<file path="src/verilog/sldu_cfg.svh">
// Size macros for the slide unit datapath, vector register and queues

`ifndef SLDU_CFG_SVH
`define SLDU_CFG_SVH

// Bytes in one datapath word
`define SLDU_WORD_BYTES 8

// Datapath words in one vector register
`define SLDU_VREG_WORDS 4

// Instructions held in the decode queue
`define SLDU_INSN_DEPTH 4

// Result words buffered ahead of the register file port
`define SLDU_RESQ_DEPTH 2

// Instruction id width
`define SLDU_ID_W 2

`endif

</file>
<file path="src/verilog/sldu_pkg.sv">
// Slide unit package with element width, operation, word and instruction types
`default_nettype none

`include "sldu_cfg.svh"

package sldu_pkg;

  // Bytes in one vector register
  localparam int unsigned RegBytes = `SLDU_WORD_BYTES * `SLDU_VREG_WORDS;

  // Element width, also the left shift from elements to bytes
  typedef enum logic [1:0] {
    EW8,
    EW16,
    EW32,
    EW64
  } vew_e;

  typedef enum logic {
    SLD_UP,
    SLD_DOWN
  } sld_op_e;

  // Counts from zero up to one whole register
  typedef logic [$clog2(RegBytes+1)-1:0] byte_cnt_t;
  typedef logic [8*`SLDU_WORD_BYTES-1:0] word_t;
  typedef logic [`SLDU_WORD_BYTES-1:0]   strb_t;
  typedef logic [`SLDU_ID_W-1:0]         id_t;
  typedef logic [4:0]                    vreg_t;
  // Register index on top, word index below
  typedef logic [$bits(vreg_t)+$clog2(`SLDU_VREG_WORDS)-1:0] vaddr_t;

  // Queued instruction, offset and length already in bytes
  typedef struct packed {
    sld_op_e   op;
    vew_e      vew;
    logic      vm;
    vreg_t     vd;
    id_t       id;
    byte_cnt_t off;
    byte_cnt_t cnt;
  } sld_insn_t;

endpackage

`default_nettype wire

</file>
<file path="src/verilog/sldu_insn_if.sv">
// Head-of-queue instruction interface between decode and execute
`timescale 1ns/1ps
`default_nettype none

interface sldu_insn_if import sldu_pkg::*; ();

  // Instruction at the head of the decode queue
  sld_insn_t insn;
  logic      valid;
  // Head retired by the slide engine
  logic      pop;

  modport decode_mp (
    output insn,
    output valid,
    input  pop
  );

  modport execute_mp (
    input  insn,
    input  valid,
    output pop
  );

endinterface

`default_nettype wire

</file>
<file path="src/verilog/sldu_res_if.sv">
// Result word interface between the slide engine and the result queue
`timescale 1ns/1ps
`default_nettype none

interface sldu_res_if import sldu_pkg::*; ();

  logic   push;
  word_t  wdata;
  strb_t  be;
  vaddr_t waddr;
  id_t    id;
  // Final word of its instruction
  logic   last;
  // Result queue cannot take a word this cycle
  logic   full;

  modport execute_mp (
    output push, wdata, be, waddr, id, last,
    input  full
  );

  modport result_mp (
    input  push, wdata, be, waddr, id, last,
    output full
  );

endinterface

`default_nettype wire

</file>
<file path="src/verilog/sldu_decode.sv">
// Instruction queue that converts element strides and lengths to byte counts
`timescale 1ns/1ps
`default_nettype none

`include "sldu_cfg.svh"

module sldu_decode import sldu_pkg::*; (
  input  wire logic      clk_i,
  input  wire logic      rst_ni,
  // Request side
  input  wire logic      req_valid_i,
  input  wire sld_op_e   req_op_i,
  input  wire vew_e      req_vew_i,
  input  wire logic      req_vm_i,
  input  wire vreg_t     req_vd_i,
  input  wire id_t       req_id_i,
  input  wire byte_cnt_t req_stride_i,
  input  wire byte_cnt_t req_vl_i,
  output logic           req_ready_o,
  // Head instruction towards the slide engine
  sldu_insn_if.decode_mp insn_o
);

  localparam int unsigned Depth = `SLDU_INSN_DEPTH;
  localparam int unsigned PntW  = $clog2(Depth);

  // Queue storage, no reset on the entries
  sld_insn_t       insn_q [Depth];
  sld_insn_t       insn_new;
  logic [PntW-1:0] accept_pnt_q;
  logic [PntW-1:0] issue_pnt_q;
  // Occupancy, one bit wider than the pointers
  logic [PntW:0]   cnt_q;
  logic            accept;

  // Ready drops only with every slot taken
  assign req_ready_o = (cnt_q != (PntW+1)'(Depth));
  assign accept      = req_valid_i && req_ready_o;

  // Element counts become byte counts here
  always_comb begin
    insn_new.op  = req_op_i;
    insn_new.vew = req_vew_i;
    insn_new.vm  = req_vm_i;
    insn_new.vd  = req_vd_i;
    insn_new.id  = req_id_i;
    insn_new.off = req_stride_i << req_vew_i;
    insn_new.cnt = req_vl_i << req_vew_i;
  end

  always_ff @(posedge clk_i) begin
    if (accept) begin
      insn_q[accept_pnt_q] <= insn_new;
    end
  end

  // Accept and issue pointers wrap at the queue depth
  always_ff @(posedge clk_i or negedge rst_ni) begin
    if (!rst_ni) begin
      accept_pnt_q <= '0;
      issue_pnt_q  <= '0;
      cnt_q        <= '0;
    end else begin
      if (accept) begin
        accept_pnt_q <= (accept_pnt_q == PntW'(Depth - 1)) ? '0 : accept_pnt_q + 1'b1;
      end
      if (insn_o.pop) begin
        issue_pnt_q <= (issue_pnt_q == PntW'(Depth - 1)) ? '0 : issue_pnt_q + 1'b1;
      end
      cnt_q <= cnt_q + (PntW+1)'(accept) - (PntW+1)'(insn_o.pop);
    end
  end

  // Head is registered, so a new entry shows up one cycle after acceptance
  assign insn_o.insn  = insn_q[issue_pnt_q];
  assign insn_o.valid = (cnt_q != '0);

  // Execute only retires an instruction that is really there
  a_pop_valid: assert property (@(posedge clk_i) disable iff (!rst_ni)
    insn_o.pop |-> insn_o.valid);

endmodule

`default_nettype wire

</file>
<file path="src/verilog/sldu_execute.sv">
// Slide engine with FSM, operand and result pointers, byte shifter and byte enables
`timescale 1ns/1ps
`default_nettype none

`include "sldu_cfg.svh"

module sldu_execute import sldu_pkg::*; (
  input  wire logic       clk_i,
  input  wire logic       rst_ni,
  sldu_insn_if.execute_mp insn_i,
  // Source register stream
  input  wire word_t      operand_i,
  input  wire logic       operand_valid_i,
  output logic            operand_ready_o,
  // Mask strobe, one per result word
  input  wire strb_t      mask_i,
  input  wire logic       mask_valid_i,
  output logic            mask_ready_o,
  sldu_res_if.execute_mp  res_o
);

  localparam int unsigned WordBytes = `SLDU_WORD_BYTES;
  localparam int unsigned PntW      = $clog2(WordBytes);
  localparam int unsigned VrfW      = $clog2(`SLDU_VREG_WORDS);

  typedef enum logic [1:0] {
    ST_IDLE,
    ST_SKIP,
    ST_RUN
  } state_e;

  state_e          state_q, state_d;
  // Byte positions inside the operand and the result word
  logic [PntW-1:0] in_pnt_q, in_pnt_d;
  logic [PntW-1:0] out_pnt_q, out_pnt_d;
  // Word index inside the destination register
  logic [VrfW-1:0] vrf_pnt_q, vrf_pnt_d;
  // Source words still to drop before a slide-down starts
  logic [VrfW-1:0] skip_q, skip_d;
  // Bytes still to write
  byte_cnt_t       cnt_q, cnt_d;
  word_t           stage_q, stage_d;
  strb_t           stage_be_q, stage_be_d;

  logic [PntW:0]   in_rem, out_rem;
  logic [PntW:0]   step_bytes;
  logic [PntW:0]   in_sum, out_sum;
  logic            step_ok, fin, in_wrap, out_full;
  word_t           shifted;
  word_t           merged;
  strb_t           seq_en;
  strb_t           merged_be;

  //////////////////////////////
  // Datapath
  //////////////////////////////

  // Room left in the operand and in the result word
  assign in_rem  = (PntW+1)'(WordBytes) - {1'b0, in_pnt_q};
  assign out_rem = (PntW+1)'(WordBytes) - {1'b0, out_pnt_q};

  // Bytes moved this step never exceed the remaining count
  always_comb begin
    step_bytes = (in_rem < out_rem) ? in_rem : out_rem;
    if (cnt_q < byte_cnt_t'(step_bytes)) begin
      step_bytes = cnt_q[PntW:0];
    end
  end

  assign in_sum   = {1'b0, in_pnt_q} + step_bytes;
  assign out_sum  = {1'b0, out_pnt_q} + step_bytes;
  assign in_wrap  = in_sum[PntW];
  assign out_full = out_sum[PntW];
  assign fin      = (cnt_q == byte_cnt_t'(step_bytes));

  // Operand byte in_pnt lands on result byte out_pnt
  assign shifted = (operand_i >> {in_pnt_q, 3'b000}) << {out_pnt_q, 3'b000};

  // Sequential enable over the bytes written this step
  always_comb begin
    for (int b = 0; b < WordBytes; b++) begin
      seq_en[b]        = (b >= int'(out_pnt_q)) && (b < int'(out_sum));
      merged[8*b +: 8] = seq_en[b] ? shifted[8*b +: 8] : stage_q[8*b +: 8];
    end
  end

  assign merged_be = stage_be_q | seq_en;

  // A step needs an operand, room downstream and a strobe when masked
  assign step_ok = (state_q == ST_RUN) && operand_valid_i && !res_o.full &&
                   (insn_i.insn.vm || mask_valid_i);

  // Operand is used up at its end or at the final step
  assign operand_ready_o = (state_q == ST_SKIP) || (step_ok && (in_wrap || fin));
  assign mask_ready_o    = step_ok && (out_full || fin) && !insn_i.insn.vm;

  // Result word leaves once full or at the end of the instruction
  assign res_o.push  = step_ok && (out_full || fin);
  assign res_o.wdata = merged;
  assign res_o.be    = merged_be & (mask_i | {WordBytes{insn_i.insn.vm}});
  assign res_o.waddr = {insn_i.insn.vd, vrf_pnt_q};
  assign res_o.id    = insn_i.insn.id;
  assign res_o.last  = fin;

  assign insn_i.pop = step_ok && fin;

  //////////////////////////////
  // Slide FSM
  //////////////////////////////

  always_comb begin
    state_d    = state_q;
    in_pnt_d   = in_pnt_q;
    out_pnt_d  = out_pnt_q;
    vrf_pnt_d  = vrf_pnt_q;
    skip_d     = skip_q;
    cnt_d      = cnt_q;
    stage_d    = stage_q;
    stage_be_d = stage_be_q;

    unique case (state_q)
      ST_IDLE: begin
        if (insn_i.valid) begin
          stage_d    = '0;
          stage_be_d = '0;
          if (insn_i.insn.op == SLD_UP) begin
            // Reading starts at source byte 0 and writing at the offset
            in_pnt_d  = '0;
            out_pnt_d = insn_i.insn.off[PntW-1:0];
            vrf_pnt_d = insn_i.insn.off[PntW +: VrfW];
            cnt_d     = insn_i.insn.cnt - insn_i.insn.off;
            state_d   = ST_RUN;
          end else begin
            // Reading starts at the offset and writing at word 0
            in_pnt_d  = insn_i.insn.off[PntW-1:0];
            out_pnt_d = '0;
            vrf_pnt_d = '0;
            skip_d    = insn_i.insn.off[PntW +: VrfW];
            cnt_d     = insn_i.insn.cnt;
            state_d   = (skip_d != '0) ? ST_SKIP : ST_RUN;
          end
        end
      end
      ST_SKIP: begin
        // Source words wholly below the offset are dropped
        if (operand_valid_i) begin
          skip_d = skip_q - 1'b1;
          if (skip_q == VrfW'(1)) begin
            state_d = ST_RUN;
          end
        end
      end
      ST_RUN: begin
        if (step_ok) begin
          stage_d    = merged;
          stage_be_d = merged_be;
          in_pnt_d   = in_sum[PntW-1:0];
          out_pnt_d  = out_sum[PntW-1:0];
          cnt_d      = cnt_q - byte_cnt_t'(step_bytes);
          if (out_full || fin) begin
            stage_d    = '0;
            stage_be_d = '0;
            vrf_pnt_d  = vrf_pnt_q + 1'b1;
          end
          if (fin) begin
            state_d = ST_IDLE;
          end
        end
      end
      default: state_d = ST_IDLE;
    endcase
  end

  always_ff @(posedge clk_i) begin
    stage_q <= stage_d;
  end

  always_ff @(posedge clk_i or negedge rst_ni) begin
    if (!rst_ni) begin
      state_q    <= ST_IDLE;
      in_pnt_q   <= '0;
      out_pnt_q  <= '0;
      vrf_pnt_q  <= '0;
      skip_q     <= '0;
      cnt_q      <= '0;
      stage_be_q <= '0;
    end else begin
      state_q    <= state_d;
      in_pnt_q   <= in_pnt_d;
      out_pnt_q  <= out_pnt_d;
      vrf_pnt_q  <= vrf_pnt_d;
      skip_q     <= skip_d;
      cnt_q      <= cnt_d;
      stage_be_q <= stage_be_d;
    end
  end

  // Decode hands over only legal slides
  a_off_below_cnt: assert property (@(posedge clk_i) disable iff (!rst_ni)
    insn_i.valid |-> (insn_i.insn.off < insn_i.insn.cnt));

endmodule

`default_nettype wire

</file>
<file path="src/verilog/sldu_result.sv">
// Result queue with register-file request, grant handling and done pulse
`timescale 1ns/1ps
`default_nettype none

`include "sldu_cfg.svh"

module sldu_result import sldu_pkg::*; (
  input  wire logic     clk_i,
  input  wire logic     rst_ni,
  sldu_res_if.result_mp res_i,
  // Register file write port
  output logic          result_req_o,
  output vaddr_t        result_addr_o,
  output word_t         result_wdata_o,
  output strb_t         result_be_o,
  input  wire logic     result_gnt_i,
  // Instruction completion
  output logic          done_o,
  output id_t           done_id_o
);

  localparam int unsigned Depth = `SLDU_RESQ_DEPTH;
  localparam int unsigned PntW  = $clog2(Depth);

  typedef struct packed {
    id_t    id;
    logic   last;
    vaddr_t addr;
    word_t  wdata;
    strb_t  be;
  } entry_t;

  entry_t          mem_q [Depth];
  entry_t          head;
  logic [PntW-1:0] wr_pnt_q, rd_pnt_q;
  logic [PntW:0]   cnt_q;
  logic            retire;

  assign res_i.full = (cnt_q == (PntW+1)'(Depth));

  always_ff @(posedge clk_i) begin
    if (res_i.push) begin
      mem_q[wr_pnt_q] <= '{id: res_i.id, last: res_i.last, addr: res_i.waddr,
                           wdata: res_i.wdata, be: res_i.be};
    end
  end

  // Head is held on the port until granted
  assign head           = mem_q[rd_pnt_q];
  assign result_req_o   = (cnt_q != '0);
  assign result_addr_o  = head.addr;
  assign result_wdata_o = head.wdata;
  assign result_be_o    = head.be;
  assign retire         = result_req_o && result_gnt_i;

  always_ff @(posedge clk_i or negedge rst_ni) begin
    if (!rst_ni) begin
      wr_pnt_q  <= '0;
      rd_pnt_q  <= '0;
      cnt_q     <= '0;
      done_o    <= 1'b0;
      done_id_o <= '0;
    end else begin
      if (res_i.push) begin
        wr_pnt_q <= (wr_pnt_q == PntW'(Depth - 1)) ? '0 : wr_pnt_q + 1'b1;
      end
      if (retire) begin
        rd_pnt_q <= (rd_pnt_q == PntW'(Depth - 1)) ? '0 : rd_pnt_q + 1'b1;
      end
      cnt_q <= cnt_q + (PntW+1)'(res_i.push) - (PntW+1)'(retire);
      // Done follows the grant of the final word by one cycle
      done_o <= retire && head.last;
      if (retire && head.last) begin
        done_id_o <= head.id;
      end
    end
  end

  // The slide engine never writes into a full queue
  a_push_not_full: assert property (@(posedge clk_i) disable iff (!rst_ni)
    res_i.push |-> !res_i.full);

  // A waiting request keeps its payload
  a_req_stable: assert property (@(posedge clk_i) disable iff (!rst_ni)
    (result_req_o && !result_gnt_i) |=> (result_req_o && $stable(result_addr_o) &&
      $stable(result_wdata_o) && $stable(result_be_o)));

endmodule

`default_nettype wire

</file>
<file path="src/verilog/sldu_top.sv">
// Slide unit top level joining decode, execute and result stages
`timescale 1ns/1ps
`default_nettype none

module sldu_top import sldu_pkg::*; (
  input  wire logic      clk_i,
  input  wire logic      rst_ni,
  // Instruction requests
  input  wire logic      req_valid_i,
  input  wire sld_op_e   req_op_i,
  input  wire vew_e      req_vew_i,
  input  wire logic      req_vm_i,
  input  wire vreg_t     req_vd_i,
  input  wire id_t       req_id_i,
  input  wire byte_cnt_t req_stride_i,
  input  wire byte_cnt_t req_vl_i,
  output logic           req_ready_o,
  // Source operand stream
  input  wire word_t     operand_i,
  input  wire logic      operand_valid_i,
  output logic           operand_ready_o,
  // Mask strobes
  input  wire strb_t     mask_i,
  input  wire logic      mask_valid_i,
  output logic           mask_ready_o,
  // Register file write port
  output logic           result_req_o,
  output vaddr_t         result_addr_o,
  output word_t          result_wdata_o,
  output strb_t          result_be_o,
  input  wire logic      result_gnt_i,
  // Completion
  output logic           done_o,
  output id_t            done_id_o
);

  sldu_insn_if insn_bus ();
  sldu_res_if  res_bus ();

  sldu_decode u_decode (
    .clk_i, .rst_ni,
    .req_valid_i, .req_op_i, .req_vew_i, .req_vm_i,
    .req_vd_i, .req_id_i, .req_stride_i, .req_vl_i,
    .req_ready_o,
    .insn_o (insn_bus.decode_mp)
  );

  sldu_execute u_execute (
    .clk_i, .rst_ni,
    .insn_i (insn_bus.execute_mp),
    .operand_i, .operand_valid_i, .operand_ready_o,
    .mask_i, .mask_valid_i, .mask_ready_o,
    .res_o  (res_bus.execute_mp)
  );

  sldu_result u_result (
    .clk_i, .rst_ni,
    .res_i  (res_bus.result_mp),
    .result_req_o, .result_addr_o, .result_wdata_o, .result_be_o,
    .result_gnt_i,
    .done_o, .done_id_o
  );

endmodule

`default_nettype wire

</file>
<file path="config.mk">
export PLATFORM = sky130hd
export DESIGN_NAME = sldu_top
export DESIGN_NICKNAME = d
export VERILOG_FILES = /design/src/verilog/sldu_pkg.sv /design/src/verilog/sldu_insn_if.sv /design/src/verilog/sldu_res_if.sv /design/src/verilog/sldu_decode.sv /design/src/verilog/sldu_execute.sv /design/src/verilog/sldu_result.sv /design/src/verilog/sldu_top.sv
export VERILOG_INCLUDE_DIRS = /design/src /design/src/verilog
export SDC_FILE = /design/constraint.sdc
export NUM_CORES = 1
export LEC_CHECK = 0
export BUFFER_PORTS_ARGS = -buffer_cell sky130_fd_sc_hd__buf_4
export CELL_PAD_IN_SITES_DETAIL_PLACEMENT = 0
export CELL_PAD_IN_SITES_GLOBAL_PLACEMENT = 1
export CORE_MARGIN = 2
export CORE_UTILIZATION = 35
export CTS_BUF_LIST = sky130_fd_sc_hd__clkbuf_4
export DETAILED_ROUTE_END_ITERATION = 16
export MAX_ROUTING_LAYER = met4
export PLACE_DENSITY_LB_ADDON = 0.1
export SYNTH_ARGS = -nofsm -noshare
export SYNTH_HDL_FRONTEND = slang
export SYNTH_HIERARCHICAL = 1
export SYNTH_SLANG_ARGS = --single-unit
</file>
<file path="constraint.sdc">
create_clock -name clk_i -period 20.8 [get_ports clk_i]
set_input_delay 0 -clock clk_i [delete_from_list [all_inputs] [get_ports clk_i]]
set_output_delay 0 -clock clk_i [all_outputs]
set_load 0.03 [all_outputs]
</file>
# --- Word level (Yosys, flattened, before mapping) ---
# Memory sizes are Yosys's and may differ from the RTL's.
# Cells that the tools add are included.
word_totals:
  ff_bits: 104
  ramBits: 256
  in_bits: 101
  word_cells: 161
  mem_count: 2
op_classes:
  addsub: 16
  n_lt_le_gt_ge: 17
  eq_ne: 15
  n_shift: 4
  n_mux: 55
  bitwise: 3
  reduce_logical: 33
mem_list:
  columns: ["name", "depth", "word_bits", "read_ports", "rd_clocked_by_memory_dff", "wr", "line_no", "rtl"]
  rows:
  - ["u_result.mem_q", 2, 82, 1, 0, 1, "sldu_result.sv:33", "entry_t mem_q [Depth];"]
  - ["u_decode.insn_q", 4, 23, 1, 0, 1, "sldu_decode.sv:28", "sld_insn_t insn_q [Depth];"]
ops:
  columns: ["cell", "count"]
  rows:
  - ["64-bit two-way mux", 3]
  - ["64-bit one-hot mux with 2 select lines", 1]
  - ["8-bit two-way mux", 11]
  - ["64-bit by 6-bit left shift with 64-bit output", 1]
  - ["64-bit by 6-bit right shift with 64-bit output", 1]
  - ["2-bit two-way mux", 16]
  - ["3-bit two-way mux", 6]
  - ["6-bit two-way mux", 3]
  - ["1-bit logical AND", 17]
  - ["3-bit by 4-bit less-than comparator with 1-bit output, first input constant", 4]
  - ["8-bit OR", 2]
  - ["8-bit one-hot mux with 2 select lines", 1]
  - ["3-bit one-hot mux with 2 select lines", 2]
  - ["6-bit one-hot mux with 2 select lines", 1]
  - ["6-bit by 2-bit left shift with 6-bit output", 2]
  - ["3-bit greater-or-equal comparator, first input constant", 3]
  - ["3-bit by 4-bit adder with 4-bit output", 2]
  - ["8-bit AND", 1]
  - ["2-bit == test, second input constant", 4]
  - ["1-bit by 4-bit less-than comparator with 1-bit output, first input constant", 2]
  - ["2-bit by 4-bit less-than comparator with 1-bit output, first input constant", 2]
  - ["4-bit two-way mux", 2]
  - ["2-bit inequality test, second input constant", 4]
  - ["2-bit one-hot mux with 2 select lines", 2]
  - ["other kinds (28)", 50]

# --- Longest topological paths before layout ---
# Gate-level depths: netlist of run 1.
logic_depth:
  depth_word: 12
  mapped_depth: 30
  mapped_depth_nobuf: 26

# --- By module ---
# The synthesis of run 1 kept the hierarchy.
modules_own_cells:
  columns: ["mod", "instances", "cells_each", "area_each_um2", "seq_area_each_um2"]
  rows:
  - ["sldu_execute", 1, 1063, 9658.0, 2572.5]
  - ["sldu_result", 1, 358, 6835.3, 5099.9]
  - ["sldu_decode", 1, 187, 4012.6, 2937.8]

# --- Worst setup path before layout of run 1 ---
# Ideal clock, no wire load.
synth_timing:
  path_kind: "reg2reg"
  start: "register u_execute.out_pnt_q[0]"
  end: "memory u_result/mem_q[0][0] (netlist bit), enable pin"
  setup_ps: 533
  arrival_time_ps: 9597
  setup_slack_ps: 10670
  path_stages_with_launch: 28
  period_less_slack_ps: 10130
  cell_sequence: "dfrtp_1 clkbuf_1 inv_2 buf_1 clkbuf_1 clkbuf_1 ha_1 ha_1 inv_1 ha_1 a21o_1 a21oi_1 mux2i_1 ha_1 a21o_1 a21o_1 a21oi_1 mux2_2 ha_1 a21oi_1 nand2_1 and4_4 o221ai_4 buf_6 nand3b_2 nand2_1 inv_1 nor2b_1"
synth_via:
  elab_chain_cells: 10
  elab_cells_between_ends: 11
  classes_between: "add/sub: 2; order compare: 2; eq/ne: 1; mux: 4; reduce/logical: 2"
synth_rtl:
  columns: ["item", "line_no", "rtl"]
  rows:
  - ["from (decl)", "sldu_execute.sv:35", "logic [PntW-1:0] out_pnt_q, out_pnt_d;"]
  - ["from (signal assigned)", "sldu_execute.sv:190", "out_pnt_q <= out_pnt_d;"]
  - ["4-bit by 3-bit subtractor with 4-bit output", "sldu_execute.sv:60", "assign out_rem = (PntW+1)'(WordBytes) - {1'b0, out_pnt_q};"]
  - ["4-bit less-than comparator", "sldu_execute.sv:64", "step_bytes = (in_rem < out_rem) ? in_rem : out_rem;"]
  - ["4-bit two-way mux", "sldu_execute.sv:64", null]
  - ["6-bit by 4-bit less-than comparator with 1-bit output", "sldu_execute.sv:65", "if (cnt_q < byte_cnt_t'(step_bytes)) begin"]
  - ["4-bit two-way mux", "sldu_execute.sv:65", null]
  - ["3-bit by 4-bit adder with 4-bit output or 6-bit by 4-bit == test with 1-bit output (tied branches)", "sldu_execute.sv:71, sldu_execute.sv:74", null]
  - ["1-bit logical OR *", "sldu_execute.sv:98", "assign res_o.push = step_ok && (out_full || fin);"]
  - ["1-bit logical AND *", "sldu_execute.sv:98", null]
  - ["via res_bus.push", "sldu_res_if.sv:7", "logic push;"]
  - ["1-bit two-way mux *", "sldu_result.sv:42", "if (res_i.push) begin"]
  - ["1-bit two-way mux (not written as such) *", "sldu_result.sv:43", "mem_q[wr_pnt_q] <= '{id: res_i.id, last: res_i.last, addr: res_i.waddr,"]
  - ["to (decl)", "sldu_result.sv:33", null]
# The timed path passes the listed nets; every way through them passes the cells marked *.

# --- Worst setup path in the final report of run 1 ---
layout_timing:
  start: "register u_execute.out_pnt_q[0]"
  end: "memory u_result/mem_q[0][59] (netlist bit), enable pin"
# Same word-level chain as after synthesis.

==> summary.txt, run 1 <==
Global routing
  – Vias in the first global route: between 10000 and 15000
  – Initial antenna violation count: 1
  – Pin count of the biggest net entering global routing: between 70 and 80
  – Total gr overflow: 0
  – First-pass GRT wire length: 87500 um
  – Total GRT Usage: 20.2%

Floorplan
  – Num ports: 187
  – Vert. Die Dim: 244 um
  – Core ar.: 0.0574 sq mm
  – Initial Util: 35.2%
  – FP Rows: 88
  – Chip Width: 244 um
  – Die ar.: 0.0597 sq mm

Finish
  – Layout cells sized above 1: 31.7%
  – Fin nets: 1931
  – Area growth from synthesis to layout: 16.4%

Timing
  – Setup TNS: 0 ps
  – Max frequency: 122 MHz
  – Worst Clk Skew: 59.1 ps
  – Slew Limit Fails: 0
  – Min Tclk post-route: 8190 ps
  – Slew @ Worst Pin: 1230 ps
  – Period utilisation layout: 39.4%
  – Setup Viol. Count Final: 0
  – RSZ-0062 raised after global routing: no
  – Slew headroom: 17.8%
  – Endpoints failing hold: 0

Clock tree
  – Clock Path Buffers: 3
  – Post-CTS setup buffer count: 0
  – Hold Buf Count CTS: 61
  – Inserted Clock Buffers: 95
  – CTS sink cnt: around 350
  – CTS tree: built
  – Clock root buffer master: clkbuf_4
  – CTS H-Tree Depth: 3
  – Clock Latency Late Sink: 810 ps
  – Clock slew at reported path FFs: 70 ps
  – Post-CTS sizing: 0

Setup path
  – CP bufs+invs: 5
  – Worst path max stage delay: 810 ps
  – Slowest cell on the critical path: nor2b_4
  – CP delay by family, top: compound AO/OA/AOI/OAI gates
  – Endpoint class of the critical path: flop
  – Crit path cell chain: buf_4 -> inv_2 -> ha_1 -> ha_1 -> inv_1 -> ha_1 -> a21o_1 -> a21oi_1 -> mux2i_1 -> ha_1 -> a21o_1 -> a21o_1 -> a21oi_1 -> mux2_2 -> ha_1 -> a21oi_1 -> nand2_1 -> o211ai_1 -> o221ai_4 -> nand3b_2 -> nand2_1 -> inv_1 -> nor2b_4 -> buf_4
  – FF-to-FF Start: u_execute/out_pnt_q[0]
  – Worst setup path start: u_execute/out_pnt_q[0]
  – Most frequent CP cell: ha_1
  – Worst-path maximum fanout: 54
  – Worst Setup Path Type: reg -> reg
  – Critical path arrival: 8570 ps
  – CP Launch Type: flop
  – Required @ worst endpoint: roughly 21000 ps

Detailed routing
  – DRT Wirelength: 58400 um
  – First-iteration detailed-routing DRC count: 690
  – Drt pass-1 iters: 5
  – Antenna violation net count after detailed routing: 0
  – Detailed-route DRC error count: 0
  – Vias: 13700
  – Via density: 5.20
  – Drt wl/cell: 22.2 um

Hold path
  – Hold_sp: operand_i[11]
  – Worst min-delay path class: in -> reg

Synthesis
  – Area of the mapped netlist: 0.0202 sq mm
  – Syn avg cell area: ~13 sq um
  – Gate Count Post-Synth: around 1600
  – Syn_nets: between 1500 and 2000
  – Ys Warns: 6

Place
  – Post-DP HPWL: 41400 um
  – Input/output buffers: 186
  – Routability cong.: 0.856

Outcome
  – Status: completed

Run
  – Max-Cap Viols: 0
## cell usage in the layout, fill, tap and decap left out, types with 9 or more instances in the layout
cell and instances:
edfxtp_1 312, buf_4 212, clkbuf_4 145, mux2_2 133, mux2i_1 111, nand2_1 95
nor2_1 85, o21ai_0 81, a21oi_1 67, dlygate4sd3_1 60, mux4_2 60, and2_1 57
inv_1 43, ha_1 37, dfrtp_1 36, nand2b_1 23, clkinv_1 19, nand3_1 19
nor3_1 17, and3_1 15, nor2b_1 13, a22oi_1 12, xnor2_1 11, o211ai_1 11
o22ai_1 11, o21a_1 10, a211oi_1 10, nand3b_1 9
## worst register-to-register path, stage by stage (launching register included)
cell and delay, ps:
dfrtp_2 340, buf_4 620, inv_2 90, ha_1 250, ha_1 300, inv_1 50
ha_1 310, a21o_1 180, a21oi_1 310, mux2i_1 370, ha_1 340, a21o_1 180
a21o_1 170, a21oi_1 450, mux2_2 440, ha_1 360, a21oi_1 160, nand2_1 140
o211ai_1 190, o221ai_4 330, nand3b_2 270, nand2_1 120, inv_1 150, nor2b_4 810
buf_4 810
## flip-flops by register name, summed over array words and instances, names as in the netlist, 2 cells and up
| name | count |
|---|---|
| u_result/mem_q | 164 |
| u_decode/insn_q | 84 |
| u_execute/stage_q | 64 |
| u_execute/stage_be_q | 8 |
| u_execute/cnt_q | 6 |
| u_decode/cnt_q | 3 |
| u_execute/in_pnt_q | 3 |
| u_execute/out_pnt_q | 3 |
| u_decode/accept_pnt_q | 2 |
| u_decode/issue_pnt_q | 2 |
| u_execute/skip_q | 2 |
| u_execute/state_q | 2 |
| u_execute/vrf_pnt_q | 2 |
| u_result/cnt_q | 2 |
| u_result/done_id_o | 2 |
## stage by stage
stage          worst slack, ps  hold WS (ps)  cell area (sq um)  instances  util [%]
4_1_cts                  12500         0.500              23500       2628      41.0
6_report                 12610          85.2              23500       2629      41.0
5_1_grt                  11950          26.0              23500       2629      41.0
3_5_place_dp             12590          66.7              21700       2395      37.8
3_3_place_gp             12800          53.6              21700       2395      37.8
2_1_floorplan            10670          -296              20200       1598         -
## area by class of cell
| class | count | area [sq um] |
|---|---|---|
| repair buffers | 273 | 2220 |
| diodes | 1 | 2.50 |
| fillers | 5445 | 33800 |
| well taps | 765 | 957 |
| multi-input cells | 1021 | 8580 |
| inverters | 45 | 169 |
| clock buffers | 145 | 1090 |
| clock inverters | 27 | 148 |
| flip-flops and latches | 352 | 10400 |
## routing by layer
layer / share of wire [%] / GRT usage (%) / wire (um) / vias to the layer above
li1: - / - / - / 6415
met1: 41 / 23.1 / 23800 / 6853
met2: 52 / 35.1 / 30400 / 298
met3: 3.6 / 3.36 / 2080 / 111
met4: 3.5 / 8.12 / 2020 / 0
met5: 0 / - / 0 / -
## final timing paths
check	slack, ps	depth (start not counted)	end
worst max register to register	12610	24	u_result/mem_q[0][59]
worst min register to register	510	2	u_execute/stage_be_q[2]
worst max-delay path	12610	24	u_result/mem_q[0][59]
max in group asynchronous	20270	4	u_execute/in_pnt_q[0]
min in group asynchronous	260	4	u_execute/stage_be_q[7]
worst min-delay path	90	4	u_result/mem_q[1][11]
Power of run 1 is left out: the tool's default activity adds up to more than one toggle a clock period on the data nets, which glitch-free logic cannot reach.
==> run 2, diff against run 1 <==
==> constraint.sdc (replaced) <==
create_clock -name clk_i -period 8.3 [get_ports clk_i]
set_input_delay 0 -clock clk_i [delete_from_list [all_inputs] [get_ports clk_i]]
set_output_delay 0 -clock clk_i [all_outputs]
set_load 0.03 [all_outputs]
==> run 2 against run 1 <==
  * Final area rose by 1.2%
  * Clock skew is 7.7 ps lower
  * Critical path depth decreased by 3
  * Sequential share of layout area shrank 0.50 points
  * Critical endpoint is now u_execute/stage_q[35]
  * Final cell count is 0.99% higher
  * Worst setup slack worse by 12000 ps
  * Routed wire length is 1.0% higher
  * First-iteration DRC count grew 29%
  * Worst hold slack worse by 3.1 ps
==> summary.txt, run 2 (synthesis results as in run 1) <==
Outcome
  – Status: completed

Finish
  – Number of flip-flops in the largest register: 164 (unchanged)
  – Most common cell after layout, fill and taps aside: edfxtp_1
  – Fin util: 41.5% (+0.47 points)
  – Layout cells sized above 1: 32.2% (+0.46 points)
  – Fin nets: 1949 (+0.93%)
  – Area growth from synthesis to layout: 17.8%
  – Biggest register: u_result/mem_q
  – Most frequent cells in the layout: edfxtp_1 (312), buf_4 (211), clkbuf_4 (160)
  – Top flop regs: u_result/mem_q (164), u_decode/insn_q (84), u_execute/stage_q (64)

Detailed routing
  – First-iteration detailed-routing DRC count: 893 (+29%)
  – Vias: 13700 (+0.095%)
  – DRT Wirelength: 59000 um (+1.0%)
  – Drt wl/cell: 22.2 um (about the same)
  – Detailed-route DRC error count: 0 (unchanged)
  – Drt pass-1 iters: 5 (unchanged)
  – Antenna violation net count after detailed routing: 0 (unchanged)
  – Via density: 5.16 (-0.89%)

Place
  – Routability cong.: 0.875 (+2.2%)
  – Post-DP HPWL: 41500 um (+0.33%)
  – Input/output buffers: 186 (unchanged)

Setup path
  – Worst setup path end: u_execute/stage_q[35]
  – FF-to-FF Start: u_execute/out_pnt_q[2]
  – Worst setup path start: u_execute/out_pnt_q[2]
  – Worst-path maximum fanout: 29 (-46%)
  – FF-to-FF End: u_execute/stage_q[35]
  – Reg2reg setup slack: 1010 ps (-11610 ps)
  – CP Launch Type: flop
  – Required @ worst endpoint: 8960 ps (-12230 ps)
  – Worst r2r path cells: 21 (-13%)
  – Critical path arrival: 7960 ps (-610 ps)
  – Endpoint class of the critical path: flop
  – Worst Setup Path Type: reg -> reg

Global routing
  – Vias in the first global route: 14000 (-1.2%)
  – Pin count of the biggest net entering global routing: 83 (+9.2%)
  – Total GRT Usage: 20.4% (+0.26 points)
  – Initial antenna violation count: 3 (+2)
  – First-pass GRT wire length: 88500 um (+1.2%)
  – Total gr overflow: 0 (unchanged)

Timing
  – Slew headroom: 28.1% (+10 points)
  – RSZ-0062 raised after global routing: no
  – Slew @ Worst Pin: 1070 ps (-155 ps)
  – Min Tclk post-route: 7290 ps (-893 ps)
  – Worst Clk Skew: 51.4 ps (-7.72 ps)
  – Slew Limit Fails: 0 (unchanged)
  – Endpoints failing hold: 0 (unchanged)
  – Setup TNS: 0 ps (unchanged)
  – Max frequency: 137 MHz (+12%)
  – Period utilisation layout: 87.9% (+49 points)
  – Setup Viol. Count Final: 0 (unchanged)

Floorplan
  – Chip Width: 244 um (unchanged)
  – Vert. Die Dim: 244 um (unchanged)
  – Die ar.: 0.0597 sq mm (unchanged)
  – FP Rows: 88 (unchanged)
  – Core ar.: 0.0574 sq mm (unchanged)
  – Initial Util: 35.2% (unchanged)
  – Num ports: 187 (unchanged)

Clock tree
  – CTS tree: built
  – Clock Latency Late Sink: 840 ps (+30 ps)
  – CTS sink cnt: 352 (unchanged)
  – Clock slew at reported path FFs: 60 ps (about the same)
  – CTS H-Tree Depth: 3 (unchanged)
  – Clock root buffer master: clkbuf_4
  – Inserted Clock Buffers: 96 (+1.1%)
  – Clock Path Buffers: 3 (unchanged)
  – Post-CTS setup buffer count: 0 (unchanged)

Run
  – Max-Cap Viols: 0 (unchanged)

Hold path
  – Hold_sp: operand_i[13]
  – Worst min-delay path class: in -> reg
## run 2: repair_timing
item,4_1_cts,5_1_grt
endpoints found under the hold margin,258,0
gates resized for setup,0,0
hold buffers,77,0
## run 2: cell type report
class	instances	area, sq um
antenna	7	17.5
clock buffer	160	1200
clock inverter	15	98.8
fill	5467	33500
inverter	45	169
multi-input combinational	1021	8580
sequential	352	10400
tap	765	957
timing repair buffer	290	2410
## run 2: metrics by stage
step	instance area [sq um]	hold slack, ps	instances	worst slack, ps
floorplan	20200	-296	1598	646
global placement	21700	68.5	2396	1210
detailed placement	21700	67.8	2396	1050
CTS	23800	0.937	2648	910
global route	23800	6.94	2654	416
finish	23800	82.1	2655	1010
## run 2: worst min path at each step
stage / end / slack (ps) / depth (start not counted)
after floorplan: u_decode/accept_pnt_q[0] / -300 / 0
after global placement: u_result/done_o / 70 / 1
after detailed placement: u_result/done_o / 70 / 1
after CTS: u_decode/accept_pnt_q[0] / 0.9 / 4
after global routing: u_result/mem_q[0][2] / 7 / 3
final: u_result/mem_q[1][13] / 80 / 4
## run 2: critical path, stage by stage, from the launching register on
cell and delay, ps:
dfrtp_1 710, inv_1 380, ha_1 410, inv_1 50, ha_1 310, a21o_1 170, a21oi_1 290, mux2i_1 360
ha_1 320, a21o_1 170, a21o_1 170, a21oi_1 440, mux2_2 440, ha_1 370, a21oi_1 90, nand2_1 160
nor2_1 80, a2bb2oi_2 700, nand3b_2 280, nor2_4 570, buf_4 420, o211a_1 200
## run 2: layer usage
layer | GRT usage (%) | wire length, um | vias to the layer above
li1 | - | - | 6463
met1 | 24.1 | 24400 | 6838
met2 | 35.9 | 31300 | 319
met3 | 3.80 | 2320 | 70
met4 | 5.15 | 1020 | 0
met5 | - | 0 | -
Power of run 2 is left out for the same reason.
==> run 3, diff against run 2 <==
==> constraint.sdc (replaced) <==
create_clock -name clk_i -period 8.9 [get_ports clk_i]
set_input_delay 0 -clock clk_i [delete_from_list [all_inputs] [get_ports clk_i]]
set_output_delay 0 -clock clk_i [all_outputs]
set_load 0.03 [all_outputs]
==> run 3 against run 2 <==
  * Global-route usage is 0.23 points lower
  * Register-to-register slack better by 390 ps
  * Non-clock buffer count decreased by 5
  * Clock skew decreased by 2.9 ps
  * Routed wire length is 0.72% lower
  * Largest cell class unchanged
==> summary.txt, run 3 (synthesis results as in run 1) <==
Floorplan
  – Initial Util: 35.2% (unchanged)
  – Vert. Die Dim: 244 um (unchanged)
  – Num ports: 187 (unchanged)
  – Core ar.: 0.0574 sq mm (unchanged)
  – FP Rows: 88 (unchanged)
  – Die ar.: 0.0597 sq mm (unchanged)
  – Chip Width: 244 um (unchanged)

Setup path
  – Worst path max stage delay: 750 ps (+40 ps)
  – Most frequent CP cell: ha_1
  – Required @ worst endpoint: 9380 ps (+420 ps)
  – Crit path cell chain: inv_1 -> ha_1 -> inv_1 -> ha_1 -> a21o_1 -> a21oi_1 -> mux2i_1 -> ha_1 -> a21o_1 -> a21o_1 -> a21oi_1 -> mux2_2 -> ha_1 -> a21oi_1 -> nand2_1 -> o211ai_1 -> o221ai_4 -> nand3b_2 -> nand2_1 -> inv_1 -> nor2b_4 -> buf_4
  – FF-to-FF Start: u_execute/out_pnt_q[2]
  – Reg2reg setup slack: 1400 ps (+390 ps)
  – Endpoint class of the critical path: flop
  – CP delay by family, top: compound AO/OA/AOI/OAI gates
  – Worst Setup Path Type: reg -> reg
  – Worst-path maximum fanout: 22 (-24%)
  – Slowest cell on the critical path: dfrtp_1
  – Worst r2r path cells: 22 (+4.8%)
  – FF-to-FF End: u_result/mem_q[0][27]
  – CP Launch Type: flop
  – Critical path arrival: 7980 ps (+20 ps)
  – CP bufs+invs: 4 (+1)

Timing
  – Worst Clk Skew: 48.4 ps (-2.93 ps)
  – Endpoints failing hold: 0 (unchanged)
  – Max frequency: 133 MHz (-2.8%)
  – Slew Limit Fails: 0 (unchanged)
  – Slew headroom: 29.8% (+1.7 points)
  – Setup TNS: 0 ps (unchanged)
  – Setup Viol. Count Final: 0 (unchanged)
  – Min Tclk post-route: 7500 ps (+210 ps)
  – RSZ-0062 raised after global routing: no
  – Slew @ Worst Pin: 1050 ps (-25.7 ps)
  – Period utilisation layout: 84.3% (-3.6 points)

Finish
  – Number of flip-flops in the largest register: 164 (unchanged)
  – Layout cells sized above 1: 31.4% (-0.83 points)
  – Most common cell after layout, fill and taps aside: edfxtp_1
  – Area growth from synthesis to layout: 16.8%
  – Most frequent cells in the layout: edfxtp_1 (312), buf_4 (214), clkbuf_4 (137)
  – Biggest register: u_result/mem_q
  – Fin nets: 1943 (-0.31%)
  – Top flop regs: u_result/mem_q (164), u_decode/insn_q (84), u_execute/stage_q (64)
  – Filler cells: 5521 (+0.99%)

Clock tree
  – Clock root buffer master: clkbuf_4
  – CTS tree: built
  – CTS H-Tree Depth: 3 (unchanged)
  – Clock Path Buffers: 3 (unchanged)
  – Clock Latency Late Sink: 810 ps (-30 ps)
  – Clock slew at reported path FFs: 60 ps (about the same)
  – Post-CTS setup buffer count: 0 (unchanged)
  – Inserted Clock Buffers: 95 (-1.0%)
  – Hold Buf Count CTS: 69 (-10%)
  – CTS sink cnt: 352 (unchanged)
  – Post-CTS sizing: 0 (unchanged)

Detailed routing
  – Via density: 5.17 (+0.18%)
  – First-iteration detailed-routing DRC count: 825 (-7.6%)
  – Drt pass-1 iters: 5 (unchanged)
  – Vias: 13600 (-0.46%)
  – Drt wl/cell: 22.2 um (about the same)
  – DRT Wirelength: 58600 um (-0.72%)
  – Detailed-route DRC error count: 0 (unchanged)
  – Antenna violation net count after detailed routing: 0 (unchanged)

Hold path
  – Worst Hold Path EP: u_result/mem_q[1][14]
  – Hold Path Depth: 4 (unchanged)
  – Worst min-delay path class: in -> reg
  – Hold_sp: operand_i[46]

Global routing
  – Vias in the first global route: 14000 (-0.39%)
  – Met1 usage: 23.5% (-0.60 points)
  – Pin count of the biggest net entering global routing: 70 (-16%)
  – Total GRT Usage: 20.2% (-0.23 points)
  – GRT busiest layer: met2
  – Met2 GRT Util: 35.4% (-0.47 points)
  – First-pass GRT wire length: 87600 um (-1.1%)
  – Initial antenna violation count: 1 (-2)
  – Total gr overflow: 0 (unchanged)
  – Met3 Track Usage GR: 4.18% (+0.38 points)

Run
  – Max-Cap Viols: 0 (unchanged)

Outcome
  – Status: completed

Place
  – Input/output buffers: 186 (unchanged)
  – Post-DP HPWL: 41900 um (+0.76%)
  – Routability cong.: 0.835 (-4.5%)
run 3: cell count changes in the layout (fill, tap and decap cells not counted):
cell           before  now
clkbuf_4          160  137
clkinv_1            8   24
dlygate4sd3_1      76   68
diode_2             7    1
buf_4             211  214
bufinv_16           1    0
clkinv_2            1    2
clkinvlp_4          0    1
run 3: metrics by stage:
step                cell area, sq um  setup WS [ps]  cells  hold slack [ps]  util (%)
finish                         23600           1400   2638              104      41.2
global route                   23600            830   2638             29.0      41.2
CTS                            23600           1390   2637             8.94      41.2
detailed placement             21700           1440   2399             59.0      37.9
global placement               21700           1640   2399             58.7      37.9
floorplan                      20200            342   1598             -296         -
run 3: layout make-up:
type	count	area (sq um)	share of cell area, %
well taps	765	957	4.05
repair buffers	285	2350	9.97
clock buffers	137	1030	4.36
flip-flops and latches	352	10400	44.0
inverters	45	169	0.715
diodes	1	2.50	0.0106
clock inverters	32	141	0.599
multi-input cells	1021	8580	36.3
run 3: worst max-delay path by stage:
stage	cells past startpoint	start	end	slack [ps]
after floorplan	27	u_execute/out_pnt_q[0]	u_result/mem_q[0][0]	340
after global placement	22	u_execute/out_pnt_q[2]	u_result/mem_q[0][47]	1640
after detailed placement	22	u_execute/out_pnt_q[2]	u_result/mem_q[0][51]	1440
after CTS	22	u_execute/out_pnt_q[2]	u_result/mem_q[0][12]	1390
after global routing	22	u_execute/out_pnt_q[2]	u_result/mem_q[0][18]	830
final	22	u_execute/out_pnt_q[2]	u_result/mem_q[0][27]	1400
run 3: worst reg2reg max path: cells and delay by family, from the launching register on:
family,cells,cell delay [ps]
multiplexers,2,820
adder cells (fa/ha/maj),4,1420
buffers and inverters,4,1030
AO/OA/AOI/OAI,8,1910
AND/OR/NAND/NOR,4,1220
flip-flops,1,750
run 3: metal layers:
metal | part of all wire (%) | wire [um] | vias to the layer above
met5 | 0 | 0 | -
met4 | 2.1 | 1210 | 0
met3 | 3.9 | 2310 | 83
met2 | 53 | 31000 | 288
met1 | 41 | 24100 | 6819
li1 | - | - | 6437
Power of run 3 is left out for the same reason.
